<file path="config.mk">
export PLATFORM = sky130hd
export DESIGN_NAME = gcode_linear_top
export DESIGN_NICKNAME = d
export VERILOG_FILES = /design/src/verilog/gcode_pkg.sv /design/src/verilog/gcode_linear_top.sv /design/src/verilog/position_keeper.sv /design/src/verilog/linear_subparser.sv /design/src/verilog/number_scanner.sv /design/src/verilog/char_fifo.sv
export VERILOG_INCLUDE_DIRS = /design/src /design/src/verilog
export SDC_FILE = /design/constraint.sdc
export NUM_CORES = 1
export LEC_CHECK = 0
export BUFFER_PORTS_ARGS = -buffer_cell sky130_fd_sc_hd__buf_4
export CAP_MARGIN = 10
export CORE_MARGIN = 1
export CORE_UTILIZATION = 55
export DETAILED_ROUTE_END_ITERATION = 7
export PLACE_DENSITY = 0.74
export SYNTH_ARGS = -nofsm -noshare
export SYNTH_HDL_FRONTEND = slang
export SYNTH_SLANG_ARGS = --single-unit
</file>
<file path="constraint.sdc">
create_clock -name sub_intf -period 10.4 [get_ports sub_intf]
set_input_delay 0.52 -clock sub_intf [delete_from_list [all_inputs] [get_ports sub_intf]]
set_output_delay 0.52 -clock sub_intf [all_outputs]
set_load 0.05 [all_outputs]
</file>
<file path="src/verilog/gcode_cfg.svh">
`ifndef GCODE_CFG_SVH
`define GCODE_CFG_SVH

////////////////////
// Character path

`define BYTE_BITS 8

// Slots in the host character queue
`define FIFO_DEPTH 64

////////////////////
// Coordinates

// Signed, in tenths of a unit
`define COORD_BITS 20

`endif
</file>
<file path="src/verilog/gcode_pkg.sv">
`include "gcode_cfg.svh"

package gcode_pkg;

	////////////////////
	// Commands

	// Codes handed over by the main parser once it has read the G token
	typedef enum logic [3:0] {
		OP_CMD_NONE = 4'd0,
		OP_CMD_G01 = 4'd1
	} op_cmd_e;

	////////////////////
	// Arguments

	typedef logic signed [`COORD_BITS-1:0] coord_t; // Tenths of a unit

	// One bit per argument word, set when the word was on the line
	localparam int FLAG_BITS = 3;
	localparam int FLAG_X = 0;
	localparam int FLAG_Y = 1;
	localparam int FLAG_F = 2;

endpackage : gcode_pkg

</file>
<file path="src/verilog/gcode_linear_top.sv">
`include "gcode_cfg.svh"

module gcode_linear_top import gcode_pkg::*; (
	input logic sub_intf,
	input logic reset,
	input logic wr_valid,
	input logic [`BYTE_BITS-1:0] wr_data,
	output logic full,
	input op_cmd_e cmd,
	input logic trigger,
	output logic rdy,
	output logic done,
	output logic success,
	output logic newline,
	output op_cmd_e op_cmd,
	output coord_t arg_x,
	output coord_t arg_y,
	output coord_t arg_f,
	output logic [FLAG_BITS-1:0] flags,
	output coord_t cur_x,
	output coord_t cur_y
);

	logic [`BYTE_BITS-1:0] rd_data;
	logic is_empty;
	logic rd_trigger;
	logic upd_valid;

	char_fifo fifo_buf (
		.sub_intf(sub_intf),
		.reset(reset),
		.wr_valid(wr_valid),
		.wr_data(wr_data),
		.full(full),
		.rd_trigger(rd_trigger),
		.rd_data(rd_data),
		.is_empty(is_empty)
	);

	linear_subparser parser (
		.sub_intf(sub_intf),
		.reset(reset),
		.cmd(cmd),
		.trigger(trigger),
		.rdy(rdy),
		.done(done),
		.success(success),
		.newline(newline),
		.rd_data(rd_data),
		.is_empty(is_empty),
		.rd_trigger(rd_trigger),
		.op_cmd(op_cmd),
		.arg_x(arg_x),
		.arg_y(arg_y),
		.arg_f(arg_f),
		.flags(flags),
		.upd_valid(upd_valid)
	);

	position_keeper pos_keeper (
		.sub_intf(sub_intf),
		.reset(reset),
		.upd_valid(upd_valid),
		.op_cmd(op_cmd),
		.arg_x(arg_x),
		.arg_y(arg_y),
		.flags(flags),
		.cur_x(cur_x),
		.cur_y(cur_y)
	);

endmodule : gcode_linear_top

</file>
<file path="src/verilog/position_keeper.sv">
`include "gcode_cfg.svh"

module position_keeper import gcode_pkg::*; (
	input logic sub_intf,
	input logic reset,
	input logic upd_valid,
	input op_cmd_e op_cmd,
	input coord_t arg_x,
	input coord_t arg_y,
	input logic [FLAG_BITS-1:0] flags,
	output coord_t cur_x,
	output coord_t cur_y
);

	logic apply_move;

	assign apply_move = upd_valid && op_cmd == OP_CMD_G01;

	// Absolute coordinates, an axis missing from the line stays put
	always_ff @(posedge sub_intf) begin
		if (reset) begin
			cur_x <= '0;
			cur_y <= '0;
		end else if (apply_move) begin
			if (flags[FLAG_X]) cur_x <= arg_x;
			if (flags[FLAG_Y]) cur_y <= arg_y;
		end
	end

endmodule : position_keeper

</file>
<file path="src/verilog/linear_subparser.sv">
`include "gcode_cfg.svh"

module linear_subparser import gcode_pkg::*; (
	input logic sub_intf,
	input logic reset,
	input op_cmd_e cmd,
	input logic trigger,
	output logic rdy,
	output logic done,
	output logic success,
	output logic newline,
	input logic [`BYTE_BITS-1:0] rd_data,
	input logic is_empty,
	output logic rd_trigger,
	output op_cmd_e op_cmd,
	output coord_t arg_x,
	output coord_t arg_y,
	output coord_t arg_f,
	output logic [FLAG_BITS-1:0] flags,
	output logic upd_valid
);

	localparam logic [2:0] ST_IDLE = 3'd0;
	localparam logic [2:0] ST_WORD = 3'd1;
	localparam logic [2:0] ST_NUM = 3'd2;
	localparam logic [2:0] ST_DISCARD = 3'd3; // Line already failed, wait for its end
	localparam logic [2:0] ST_FINISH = 3'd4;

	logic [2:0] state;
	logic [FLAG_BITS-1:0] target; // Argument the running number goes to
	logic [FLAG_BITS-1:0] letter_mask;
	logic char_valid;
	logic word_step;
	logic is_space;
	logic is_nl;
	logic word_bad;
	logic num_fail;
	logic scan_start;
	logic scan_valid;
	logic num_busy;
	logic num_ended;
	logic num_bad;
	coord_t num_value;

	number_scanner scanner (
		.sub_intf(sub_intf),
		.reset(reset),
		.start(scan_start),
		.char_valid(scan_valid),
		.char_in(rd_data),
		.value(num_value),
		.busy(num_busy),
		.ended(num_ended),
		.bad(num_bad)
	);

	////////////////////
	// Character decode

	assign is_space = rd_data == " ";
	assign is_nl = rd_data == "\n";

	always_comb begin
		letter_mask = '0;
		letter_mask[FLAG_X] = rd_data == "X";
		letter_mask[FLAG_Y] = rd_data == "Y";
		letter_mask[FLAG_F] = rd_data == "F";
	end

	assign char_valid = !is_empty && (state == ST_WORD || state == ST_NUM || state == ST_DISCARD);
	assign rd_trigger = char_valid; // Every byte is used in the cycle it shows up
	assign scan_valid = char_valid && num_busy;

	// The character that ends a number is also a word character
	assign word_step = char_valid && (state == ST_WORD || num_ended);
	assign num_fail = num_ended && num_bad;
	assign word_bad = !is_space && !is_nl && (letter_mask == '0 || (letter_mask & flags) != '0);
	assign scan_start = word_step && !num_fail && !word_bad && !is_space && !is_nl;

	assign rdy = state == ST_IDLE;
	assign done = state == ST_FINISH;
	assign upd_valid = done && success;

	////////////////////
	// Line state

	always_ff @(posedge sub_intf) begin
		if (reset) begin
			state <= ST_IDLE;
			target <= '0;
			op_cmd <= OP_CMD_NONE;
			arg_x <= '0;
			arg_y <= '0;
			arg_f <= '0;
			flags <= '0;
			success <= 1'b0;
			newline <= 1'b0;
		end else if (state == ST_IDLE) begin
			if (trigger) begin
				op_cmd <= cmd;
				arg_x <= '0;
				arg_y <= '0;
				arg_f <= '0;
				flags <= '0;
				success <= cmd == OP_CMD_G01;
				newline <= 1'b0;
				state <= (cmd == OP_CMD_G01) ? ST_WORD : ST_DISCARD; // Only linear moves here
			end
		end else if (state == ST_FINISH) begin
			state <= ST_IDLE;
		end else if (char_valid) begin
			if (num_ended && !num_bad) begin
				if (target[FLAG_X]) arg_x <= num_value;
				if (target[FLAG_Y]) arg_y <= num_value;
				if (target[FLAG_F]) arg_f <= num_value;
			end

			if (is_nl) begin
				newline <= 1'b1;
				success <= success && !num_fail && flags != '0; // A bare G01 is no move
				state <= ST_FINISH;
			end else if (num_fail || (word_step && word_bad)) begin
				success <= 1'b0;
				state <= ST_DISCARD;
			end else if (scan_start) begin
				flags <= flags | letter_mask;
				target <= letter_mask;
				state <= ST_NUM;
			end else if (word_step) begin
				state <= ST_WORD;
			end
		end
	end

endmodule : linear_subparser

</file>
<file path="src/verilog/number_scanner.sv">
`include "gcode_cfg.svh"

module number_scanner import gcode_pkg::*; (
	input logic sub_intf,
	input logic reset,
	input logic start,
	input logic char_valid,
	input logic [`BYTE_BITS-1:0] char_in,
	output coord_t value,
	output logic busy,
	output logic ended,
	output logic bad
);

	localparam logic [2:0] S_IDLE = 3'd0;
	localparam logic [2:0] S_LEAD = 3'd1; // Spaces before the number
	localparam logic [2:0] S_SIGN = 3'd2;
	localparam logic [2:0] S_INT = 3'd3;
	localparam logic [2:0] S_POINT = 3'd4;
	localparam logic [2:0] S_FRAC = 3'd5;

	logic [2:0] state;
	logic [`COORD_BITS-1:0] acc; // Magnitude in tenths
	logic neg;
	logic saw_digit;
	logic extra; // More than one fractional digit
	logic is_digit;
	logic is_point;
	logic is_minus;
	logic is_space;
	logic terminate;
	logic [`COORD_BITS-1:0] digit;

	function automatic logic [`COORD_BITS-1:0] times_ten(input logic [`COORD_BITS-1:0] v);
		return (v << 3) + (v << 1);
	endfunction

	assign is_digit = (char_in >= "0") && (char_in <= "9");
	assign is_point = char_in == ".";
	assign is_minus = char_in == "-";
	assign is_space = char_in == " ";
	assign digit = {{(`COORD_BITS - 4){1'b0}}, char_in[3:0]}; // ASCII digits carry their value low

	always_comb begin
		case (state)
			S_LEAD: terminate = !(is_space || is_minus || is_digit || is_point);
			S_SIGN, S_INT: terminate = !(is_digit || is_point);
			S_POINT, S_FRAC: terminate = !is_digit;
			default: terminate = 1'b0;
		endcase
	end

	assign busy = state != S_IDLE;
	assign ended = busy && char_valid && terminate;
	assign bad = ended && (!saw_digit || extra);
	assign value = neg ? -acc : acc;

	always_ff @(posedge sub_intf) begin
		if (reset) begin
			state <= S_IDLE;
			acc <= '0;
			neg <= 1'b0;
			saw_digit <= 1'b0;
			extra <= 1'b0;
		end else if (start) begin
			state <= S_LEAD;
			acc <= '0;
			neg <= 1'b0;
			saw_digit <= 1'b0;
			extra <= 1'b0;
		end else if (busy && char_valid) begin
			if (terminate) begin
				state <= S_IDLE; // The caller decodes this character itself
			end else if (is_point) begin
				state <= S_POINT;
			end else if (is_minus) begin
				neg <= 1'b1;
				state <= S_SIGN;
			end else if (is_digit) begin
				saw_digit <= 1'b1;
				case (state)
					S_POINT: begin
						acc <= acc + digit;
						state <= S_FRAC;
					end
					S_FRAC: extra <= 1'b1;
					default: begin
						acc <= times_ten(acc) + times_ten(digit);
						state <= S_INT;
					end
				endcase
			end
		end
	end

endmodule : number_scanner

</file>
<file path="src/verilog/char_fifo.sv">
`include "gcode_cfg.svh"

module char_fifo (
	input logic sub_intf,
	input logic reset,
	input logic wr_valid,
	input logic [`BYTE_BITS-1:0] wr_data,
	output logic full,
	input logic rd_trigger,
	output logic [`BYTE_BITS-1:0] rd_data,
	output logic is_empty
);

	localparam int PTR_BITS = $clog2(`FIFO_DEPTH);

	logic [`BYTE_BITS-1:0] mem [`FIFO_DEPTH];
	logic [PTR_BITS-1:0] wr_ptr;
	logic [PTR_BITS-1:0] rd_ptr;
	logic [PTR_BITS:0] count;
	logic do_wr;
	logic do_rd;

	function automatic logic [PTR_BITS-1:0] next_ptr(input logic [PTR_BITS-1:0] ptr);
		return (ptr == PTR_BITS'(`FIFO_DEPTH - 1)) ? '0 : ptr + 1'b1;
	endfunction

	assign do_wr = wr_valid && !full; // Host is held off while full
	assign do_rd = rd_trigger && !is_empty;

	assign full = count == (PTR_BITS + 1)'(`FIFO_DEPTH);
	assign is_empty = count == '0;
	assign rd_data = mem[rd_ptr]; // Head byte is always on show

	always_ff @(posedge sub_intf) begin
		if (do_wr) begin
			mem[wr_ptr] <= wr_data;
		end
	end

	always_ff @(posedge sub_intf) begin
		if (reset) begin
			wr_ptr <= '0;
			rd_ptr <= '0;
			count <= '0;
		end else begin
			if (do_wr) wr_ptr <= next_ptr(wr_ptr);
			if (do_rd) rd_ptr <= next_ptr(rd_ptr);

			case ({do_wr, do_rd})
				2'b10: count <= count + 1'b1;
				2'b01: count <= count - 1'b1;
				default: count <= count; // Both or neither leaves the fill level
			endcase
		end
	end

endmodule : char_fifo

</file>
Word-level counts from Yosys, hierarchy flattened
Memories as Yosys holds them, arrays and structs flattened. A register that Yosys moved wholly into a read port is not among the register bits.
Index checks and enable logic that the tools add are counted.
{"block": "totals", "ram_bits": 512, "memories": 1, "wordCells": 214, "register_bits": 160}
{"block": "classes", "mux": 60, "magnitude_cmp": 2, "add_sub_neg": 9, "bitwise": 10, "reduce_logical": 83, "n_eq_ne": 29}
{"memory": "fifo_buf.mem", "words": 64, "width": 8, "read_ports": 1, "rd_ports_with_merged_regs": 1, "wr": 1, "line": "char_fifo.sv:16", "source": "logic [`BYTE_BITS-1:0] mem [`FIFO_DEPTH];"}
{"cell": "20-bit 2-to-1 mux", "n": 17}
{"cell": "3-bit 2-to-1 mux", "n": 19}
{"cell": "20-bit case mux with 2 select lines", "n": 1}
{"cell": "8-bit by 6-bit == test with 1-bit output, second input constant", "n": 3}
{"cell": "8-bit by 7-bit == test with 1-bit output, second input constant", "n": 3}
{"cell": "6-bit 2-to-1 mux", "n": 4}
{"cell": "6-bit AND reduction", "n": 4}
{"cell": "1-bit logical AND", "n": 22}
{"cell": "20-bit adder", "n": 1}
{"cell": "20-bit by 4-bit adder with 20-bit output", "n": 1}
{"cell": "20-bit by 8-bit adder with 20-bit output", "n": 1}
{"cell": "20-bit negator", "n": 1}
{"cell": "5-bit AND reduction", "n": 4}
{"cell": "2-bit nonzero test", "n": 9}
{"cell": "1-bit 2-to-1 mux", "n": 15}
{"cell": "3-bit nonzero test", "n": 5}
{"cell": "7-bit case mux with 2 select lines", "n": 1}
{"cell": "6-bit by 1-bit adder with 6-bit output, second input constant", "n": 2}
{"cell": "3-bit by 2-bit == test with 1-bit output, second input constant", "n": 4}
{"cell": "6-bit == test, second input constant", "n": 2}
{"cell": "4-bit AND reduction", "n": 3}
{"cell": "1-bit logical NOT", "n": 11}
{"cell": "1-bit logical OR", "n": 10}
{"cell": "3-bit == test, second input constant", "n": 3}
{"cell": "28 further kinds", "n": 47}

Depth between registers and ports, before layout
Gate-level depths: netlist of run 1.
{"block": "depth", "depth_word": 20, "depth_mapped": 28}

Hierarchy
From an unflattened synthesis of run 1, not the netlist that was laid out.
{"block": "unflattened", "hier_cells": 2063, "hier_area_um2": 29565.9}
{"mod": "char_fifo", "instances": 1, "area_each_um2": 21202.8, "cells_per_inst": 1055}
{"mod": "number_scanner", "instances": 1, "area_each_um2": 3522.1, "cells_per_inst": 456}
{"mod": "linear_subparser", "instances": 1, "area_each_um2": 3000.4, "cells_per_inst": 375}
{"mod": "position_keeper", "instances": 1, "area_each_um2": 1840.5, "cells_per_inst": 177}

Least setup slack after synthesis of run 1
OpenSTA, ideal clock, no wires.
{"block": "synth_path", "path_kind": "reg-to-reg", "startpoint": "register (tool-made name)", "endpoint": "register parser.scanner.acc[18]", "setup_time_ps": 118, "n_path_buf": 3, "arrival_time_ps": 5620, "path_slack_ps": 4662, "required_time_ps": 10282, "stages_incl_launch_ff": 25, "path_cell_list": "dfxtp_1 > buf_6 > buf_6 > buf_2 > mux4_2 > a22oi_1 > nand2_1 > a22oi_1 > o221a_2 > inv_1 > fa_1 > fa_1 > ha_1 > a21o_1 > a21oi_1 > nand2b_1 > a21boi_0 > o22ai_1 > o211ai_1 > o41a_1 > a41oi_1 > nand2b_1 > or4_1 > a31oi_1 > nor3_1"}
{"item": "end signal, assigned", "line": "number_scanner.sv:83", "source": "acc <= acc + digit;"}
{"item": "end signal, assigned", "line": "number_scanner.sv:88", "source": "acc <= times_ten(acc) + times_ten(digit);"}
{"item": "end, declared", "line": "number_scanner.sv:23", "source": "logic [`COORD_BITS-1:0] acc;"}

==> flow_metrics.tcl, run 1 <==
set metrics [dict create \
    critPathCapture "parser.scanner.acc[18]" \
    place_hpwl_um 41800 \
    grt_setup_unrepaired "false" \
    numCtsBuffers 70 \
    first_pass_iters 6 \
    finalCriticalPeriod_ns 6.98 \
    htree_num_levels 3 \
    arrival_ns 7.41 \
    final_cells 2822 \
    clk_root_buffer_cell "clkbuf_16" \
    gp_congestion 0.876 \
    rrSetupSlack_ns 3.42 \
    wl_per_cell_um 23.4 \
    drc_errors 0 \
    synthTopCellsByCount "edfxtp_1 (512), nand2_1 (241), dfxtp_1 (166)" \
    grt_pass1_wl_um 101000 \
    placementRows 83 \
    syn_nets 2067 \
    yosysMostFrequentCell "edfxtp_1" \
    drive_above_1_share_pct 18.3 \
    cts_tree "built" \
    antenna_found_initial 1 \
    antenna_left 0 \
    hold_violations 0 \
    portBuffers 127 \
    register_area_um2 18700 \
    path_clk_slew_ns 0.06 \
    die_y_um 231 \
    fin_total_pwr_uw 6440 \
    startpoint_type "flip-flop" \
    yosysWarnings 0 \
    tns_ns 0 \
    postCtsSetupBuffers 0 \
    finClkSkew_ns 0.0269 \
    via_per_inst 6.18 \
    n_antenna_cell 0 \
    reg2regPathDepth 22 \
    synth-async-reset-ratio_pct 0 \
    post-place-cells 2698 \
    ys_ff_latch 678 \
    synth_top_area_share_pct 53.5 \
    drt-initial-drc-count 1737 \
    cap_violations 0 \
    dieArea_um2 53200 \
    grt_overflow_total 0 \
    initial_core_util_pct 55.8 \
    ys_seq_area_share_pct 65.0 \
    path_class "flip-flop to flip-flop" \
    grt_pass1_vias 17200 \
    cp-end-kind "flip-flop" \
    worstPathCellList "buf_12 > mux4_2 > a22oi_1 > nand2_1 > a22oi_1 > o221a_2 > inv_1 > fa_1 > fa_1 > ha_1 > a21o_1 > a21oi_1 > nand2b_1 > a21boi_0 > o22ai_1 > o211ai_1 > o41a_1 > a41oi_1 > nand2b_1 > or4_1 > a31oi_1 > nor3_1" \
    synth_edf_count 512 \
    outcome "completed" \
    slew_headroom_pct 23.8 \
    path_max_fanout 75 \
    yosysUniqueCellTypes 81 \
    clock_sinks 678 \
    clock.fmax_ghz 0.143 \
    synth_largest_area_cell "edfxtp_1" \
    nFillCells 3741 \
    cp_slowest_stage_delay_ns 0.91 \
    peakVddDrop_uv 193 \
    critPathRequiredTime_ns 10.83 \
    finalCritPeriodShare_pct 67.1 \
    slew_violations 0 \
    syn_area_um2 28800 \
    slowest_stage "dfxtp_4" \
    multi_input_area_um2 9370 \
    p_leak_uw 0.0114 \
    vias 17500 \
    cts_resized 0 \
    track_usage_pct 25.3 \
    die_w_um 231 \
    num-nets-final 2171 \
    syn_avg_cell_area_um2 14.5 \
    clockBufferDepth 3 \
    power.density_nw_per_um2 199 \
    synthCells 1986 \
    ioPinCount 128 \
    hold_buffers 0 \
    synth.area.top_cells "edfxtp_1 (53%), dfxtp_1 (12%), mux4_2 (9.5%)" \
    hold_class "input port to flip-flop" \
    clock_latency_ns 0.61 \
    routed_wl_um 66100 \
    ys.flop_type "edfxtp_1" \
    synthToLayoutAreaGrowth_pct 12.7 \
    finalSetupViolCount 0 \
    grt_max_degree 125 \
    worst_pin_slew_ns 1.14 \
    r2r-end "parser.scanner.acc[18]" \
    core_um2 51500 \
]
## power breakdown
part / switching [uW] / total [uW] / internal, uW
clock: 1040 / 2520 / 1470
sequential: 29.4 / 2980 / 2950
combinational: 580 / 949 / 369
total: 1650 / 6440 / 4790
## cells in the final DEF (no fill, tap or decap), types with 15 or more instances in the layout
| master | n |
|---|---|
| edfxtp_1 | 512 |
| nand2_1 | 241 |
| dfxtp_1 | 163 |
| nor2_1 | 157 |
| buf_4 | 134 |
| mux4_2 | 121 |
| mux2i_1 | 93 |
| a21oi_1 | 90 |
| clkbuf_16 | 73 |
| ha_1 | 56 |
| o21ai_0 | 41 |
| nand3_1 | 37 |
| a22oi_1 | 35 |
| inv_1 | 33 |
| xnor2_1 | 29 |
| nor2b_1 | 19 |
| nor3_1 | 17 |
| clkinv_2 | 16 |
| nand2b_1 | 15 |
## metrics by stage
step	hold slack [ns]	utilization [%]	instance area, um2	worst slack, ns
finish	0.173	62.9	32400	3.42
global route	0.166	62.9	32400	2.99
CTS	0.145	62.9	32400	3.46
detailed placement	0.444	58.4	30100	3.51
global placement	0.440	58.4	30100	3.61
floorplan	0.446	-	28800	4.66
## sequential cells by signal, summed over array words and instances, names as in the netlist, named ones only
signal / cells
fifo_buf.count: 7
fifo_buf.mem: 512
fifo_buf.rd_ptr: 6
fifo_buf.wr_ptr: 6
parser.arg_f: 20
parser.arg_x: 20
parser.arg_y: 20
parser.flags: 3
parser.newline: 1
parser.op_cmd: 4
parser.scanner.acc: 20
parser.scanner.extra: 1
parser.scanner.neg: 1
parser.scanner.saw_digit: 1
parser.scanner.state: 3
parser.state: 3
parser.success: 1
parser.target: 3
pos_keeper.cur_x: 20
pos_keeper.cur_y: 20
## worst min path at each step
stage / startpoint / endpoint / slack [ns] / cells after the start
2_1_floorplan: parser.scanner.saw_digit / parser.scanner.saw_digit / 0.45 / 2
3_3_place_gp: pos_keeper.cur_y[10] / pos_keeper.cur_y[10] / 0.44 / 2
3_5_place_dp: pos_keeper.cur_y[10] / pos_keeper.cur_y[10] / 0.44 / 2
4_1_cts: cmd[0] / parser.op_cmd[0] / 0.14 / 3
5_1_grt: cmd[0] / parser.op_cmd[0] / 0.17 / 3
6_report: cmd[0] / parser.op_cmd[0] / 0.17 / 3
## critical path: cells and delay by family (launching register included)
family                   cells  cell delay, ns
AO/OA/AOI/OAI               11            2.63
adder cells (fa/ha/maj)      3            1.32
flip-flops                   1            0.91
AND/OR/NAND/NOR              5            0.79
buffers and inverters        2            0.64
multiplexers                 1            0.41
## kinds of logic (layout without fill, tap and decap cells)
group,after synthesis,after routing,synth area share [%]
fa+ha+maj,65,65,3.06
simple gates,568,568,8.81
flops,678,678,65.0
buf+inv,137,293,2.42
mux,217,217,13.0
xor+xnor,42,42,1.28
compound gates,279,279,6.41
## metal layers
layer	up-vias	track usage [%]	share of wire [%]
li1	7773	-	-
met1	8713	32.7	39
met2	833	42.2	50
met3	133	5.09	8.3
met4	0	9.66	3.3
met5	-	0	0
## layout make-up
cell class | count | area share (%)
tap | 680 | 2.63
timing repair buffer | 136 | 3.23
sequential | 678 | 57.7
inverter | 33 | 0.382
clock buffer | 81 | 5.79
multi-input combinational | 1171 | 28.9
clock inverter | 43 | 1.30
Power figures use the tool's default switching activity.
==> inputs of run 2 (changes only) <==
==> constraint.sdc (replaced) <==
create_clock -name sub_intf -period 6.6 [get_ports sub_intf]
set_input_delay 0.33 -clock sub_intf [delete_from_list [all_inputs] [get_ports sub_intf]]
set_output_delay 0.33 -clock sub_intf [all_outputs]
set_load 0.05 [all_outputs]
==> run 2 against run 1 <==
  * Clock-buffer cell count up 8
  * First-iteration DRC count down 8.5%
  * Routed wire length up 1.9%
  * Highest routed layer unchanged
  * Non-clock buffer count up 43
  * Utilization up 0.76 points
  * Via count up 0.71%
  * Clock skew down 0.0062 ns
  * Cell count up 1.5%
  * Clock power up 58%
==> flow_metrics.tcl, run 2 (synthesized netlist as in run 1, its figures left out) <==
set metrics [dict create \
    placed_cell_area_um2 30400 \
    routed_wl_um 67300 \
    grt_max_degree 75 \
    internal_power_uw 7660 \
    cts_tree "built" \
    portBuffers 127 \
    cp_slowest_stage_delay_ns 0.52 \
    drc_errors 0 \
    dieArea_um2 53200 \
    startpoint_type "flip-flop" \
    post-place-cells 2729 \
    layout_common_cells "edfxtp_1 (512), nand2_1 (241), buf_4 (168)" \
    ioPinCount 128 \
    numCtsBuffers 68 \
    clock_latency_ns 0.61 \
    swShare_pct 25.6 \
    die_y_um 231 \
    outcome "completed" \
    synthToLayoutAreaGrowth_pct 14.0 \
    worstPathCellList "buf_4 > buf_8 > mux4_2 > a22o_1 > a221oi_1 > o221a_2 > inv_1 > fa_1 > fa_1 > ha_1 > a21o_1 > a21oi_1 > nand2b_1 > a21boi_0 > o22ai_1 > o211ai_1 > o41a_1 > a41oi_1 > nand2b_1 > or4_1 > a31oi_1 > nor3_1" \
    finalSetupViolCount 0 \
    drt-initial-drc-count 1589 \
    design_area_um2 32800 \
    slowest_stage "mux4_2" \
    finalCriticalPeriod_ns 6.30 \
    antenna_found_initial 0 \
    clockBufferDepth 3 \
    largest_register_ffs 512 \
    n_antenna_cell 0 \
    htree_num_levels 3 \
    arrival_ns 6.74 \
    final_common_cell "edfxtp_1" \
    final_cells 2863 \
    clock_sinks 678 \
    vias 17600 \
    first_pass_iters 5 \
    p_sw_uw 2630 \
    die_w_um 231 \
    via_per_inst 6.14 \
    hold_class "input port to flip-flop" \
    clock.fmax_ghz 0.159 \
    hold_violations 0 \
    num-nets-final 2212 \
    initial_core_util_pct 55.8 \
    core_um2 51500 \
    gp_congestion 0.867 \
    clkPwrFrac_pct 38.8 \
    regMostFlops "fifo_buf.mem" \
    cp-end-kind "flip-flop" \
    slew_headroom_pct 23.4 \
    path_class "flip-flop to flip-flop" \
    final_core_util_pct 63.7 \
    p_leak_uw 0.0116 \
    critPathRequiredTime_ns 7.03 \
    grt_overflow_total 0 \
    clk_root_buffer_cell "clkbuf_16" \
    slew_violations 0 \
    wl_per_cell_um 23.5 \
    power.share.sequential_pct 45.7 \
    finalCritPeriodShare_pct 95.5 \
    antenna_left 0 \
    finClkSkew_ns 0.0207 \
    grt_pass1_wl_um 103000 \
    track_usage_pct 25.7 \
    path_max_fanout 10 \
    holdWs_ns 0.238 \
    peakVddDrop_uv 284 \
    p_comb_share_pct 15.6 \
    worst_pin_slew_ns 1.14 \
    worst_slack_ns 0.297 \
    path_clk_slew_ns 0.06 \
    pre_cts_ws_ns 0.0189 \
    cap_violations 0 \
    grt_pass1_vias 17600 \
    placementRows 83 \
    drive_above_1_share_pct 19.7 \
    power.density_nw_per_um2 314 \
    place_hpwl_um 43900 \
]
-- run 2: cell count changes in the layout (fill, tap and decap cells not counted), sizes merged --
cell         delta
inv             +2
clkinv         -13
dlygate4sd3     +4
buf            +39
bufinv          +1
clkbuf          +8
-- run 2: final cells by class --
type / instances / area, um2
flip-flops and latches: 678 / 18700
inverters: 33 / 124
repair buffers: 179 / 1420
fillers: 3655 / 18700
clock buffers: 89 / 1900
clock inverters: 33 / 399
well taps: 680 / 851
multi-input cells: 1171 / 9390
-- run 2: stage by stage --
stage	setup TNS (ns)	total power (uW)
after floorplan	0	5900
after global placement	0	6300
after detailed placement	0	6340
after CTS	0	10300
after global routing	-0.00701	10600
final	0	10300
-- run 2: final timing paths --
| check | startpoint | endpoint | cells past startpoint | slack, ns |
|---|---|---|---|---|
| max | flip-flop | parser.scanner.acc[18] | 22 | 0.30 |
| min | trigger | parser.op_cmd[2] | 4 | 0.24 |
| max reg2reg | flip-flop | parser.scanner.acc[18] | 22 | 0.30 |
| min reg2reg | pos_keeper.cur_y[18] | pos_keeper.cur_y[18] | 2 | 0.45 |
-- run 2: metal layers --
layer	GRT usage (%)	vias to the layer above	share of wire, %
met5	0	-	0
met4	9.87	0	3.3
met3	5.09	145	7.9
met2	43.6	760	50
met1	32.8	8827	39
li1	-	7844	-
-- run 2: power groups by stage --
stage / registers (uW) / logic (uW) / clock network, uW
2_1_floorplan: 4790 / 1120 / 0
5_1_grt: 4710 / 1740 / 4180
3_3_place_gp: 4800 / 1500 / 0
4_1_cts: 4700 / 1570 / 4040
3_5_place_dp: 4800 / 1540 / 0
6_report: 4700 / 1600 / 3990
-- run 2: critical path, delay by kind of cell (launching register included) --
| kind | cells | cell delay, ns |
|---|---|---|
| DFF | 1 | 0.50 |
| and+or+nand+nor | 4 | 0.71 |
| adders and majority gates | 3 | 1.34 |
| buffers and inverters | 3 | 0.42 |
| AOI/OAI and AO/OA | 11 | 2.63 |
| muxes | 1 | 0.52 |
-- run 2: what timing repair did --
item | CTS | global route
buffers inserted | 1 | 7
hold buffers | 4 | 0
endpoints found under the setup margin | 1 | 3
hold endpoints to repair | 4 | 0
resized for setup | 0 | 6
gates cloned | 0 | 0
pin swaps | 0 | 1
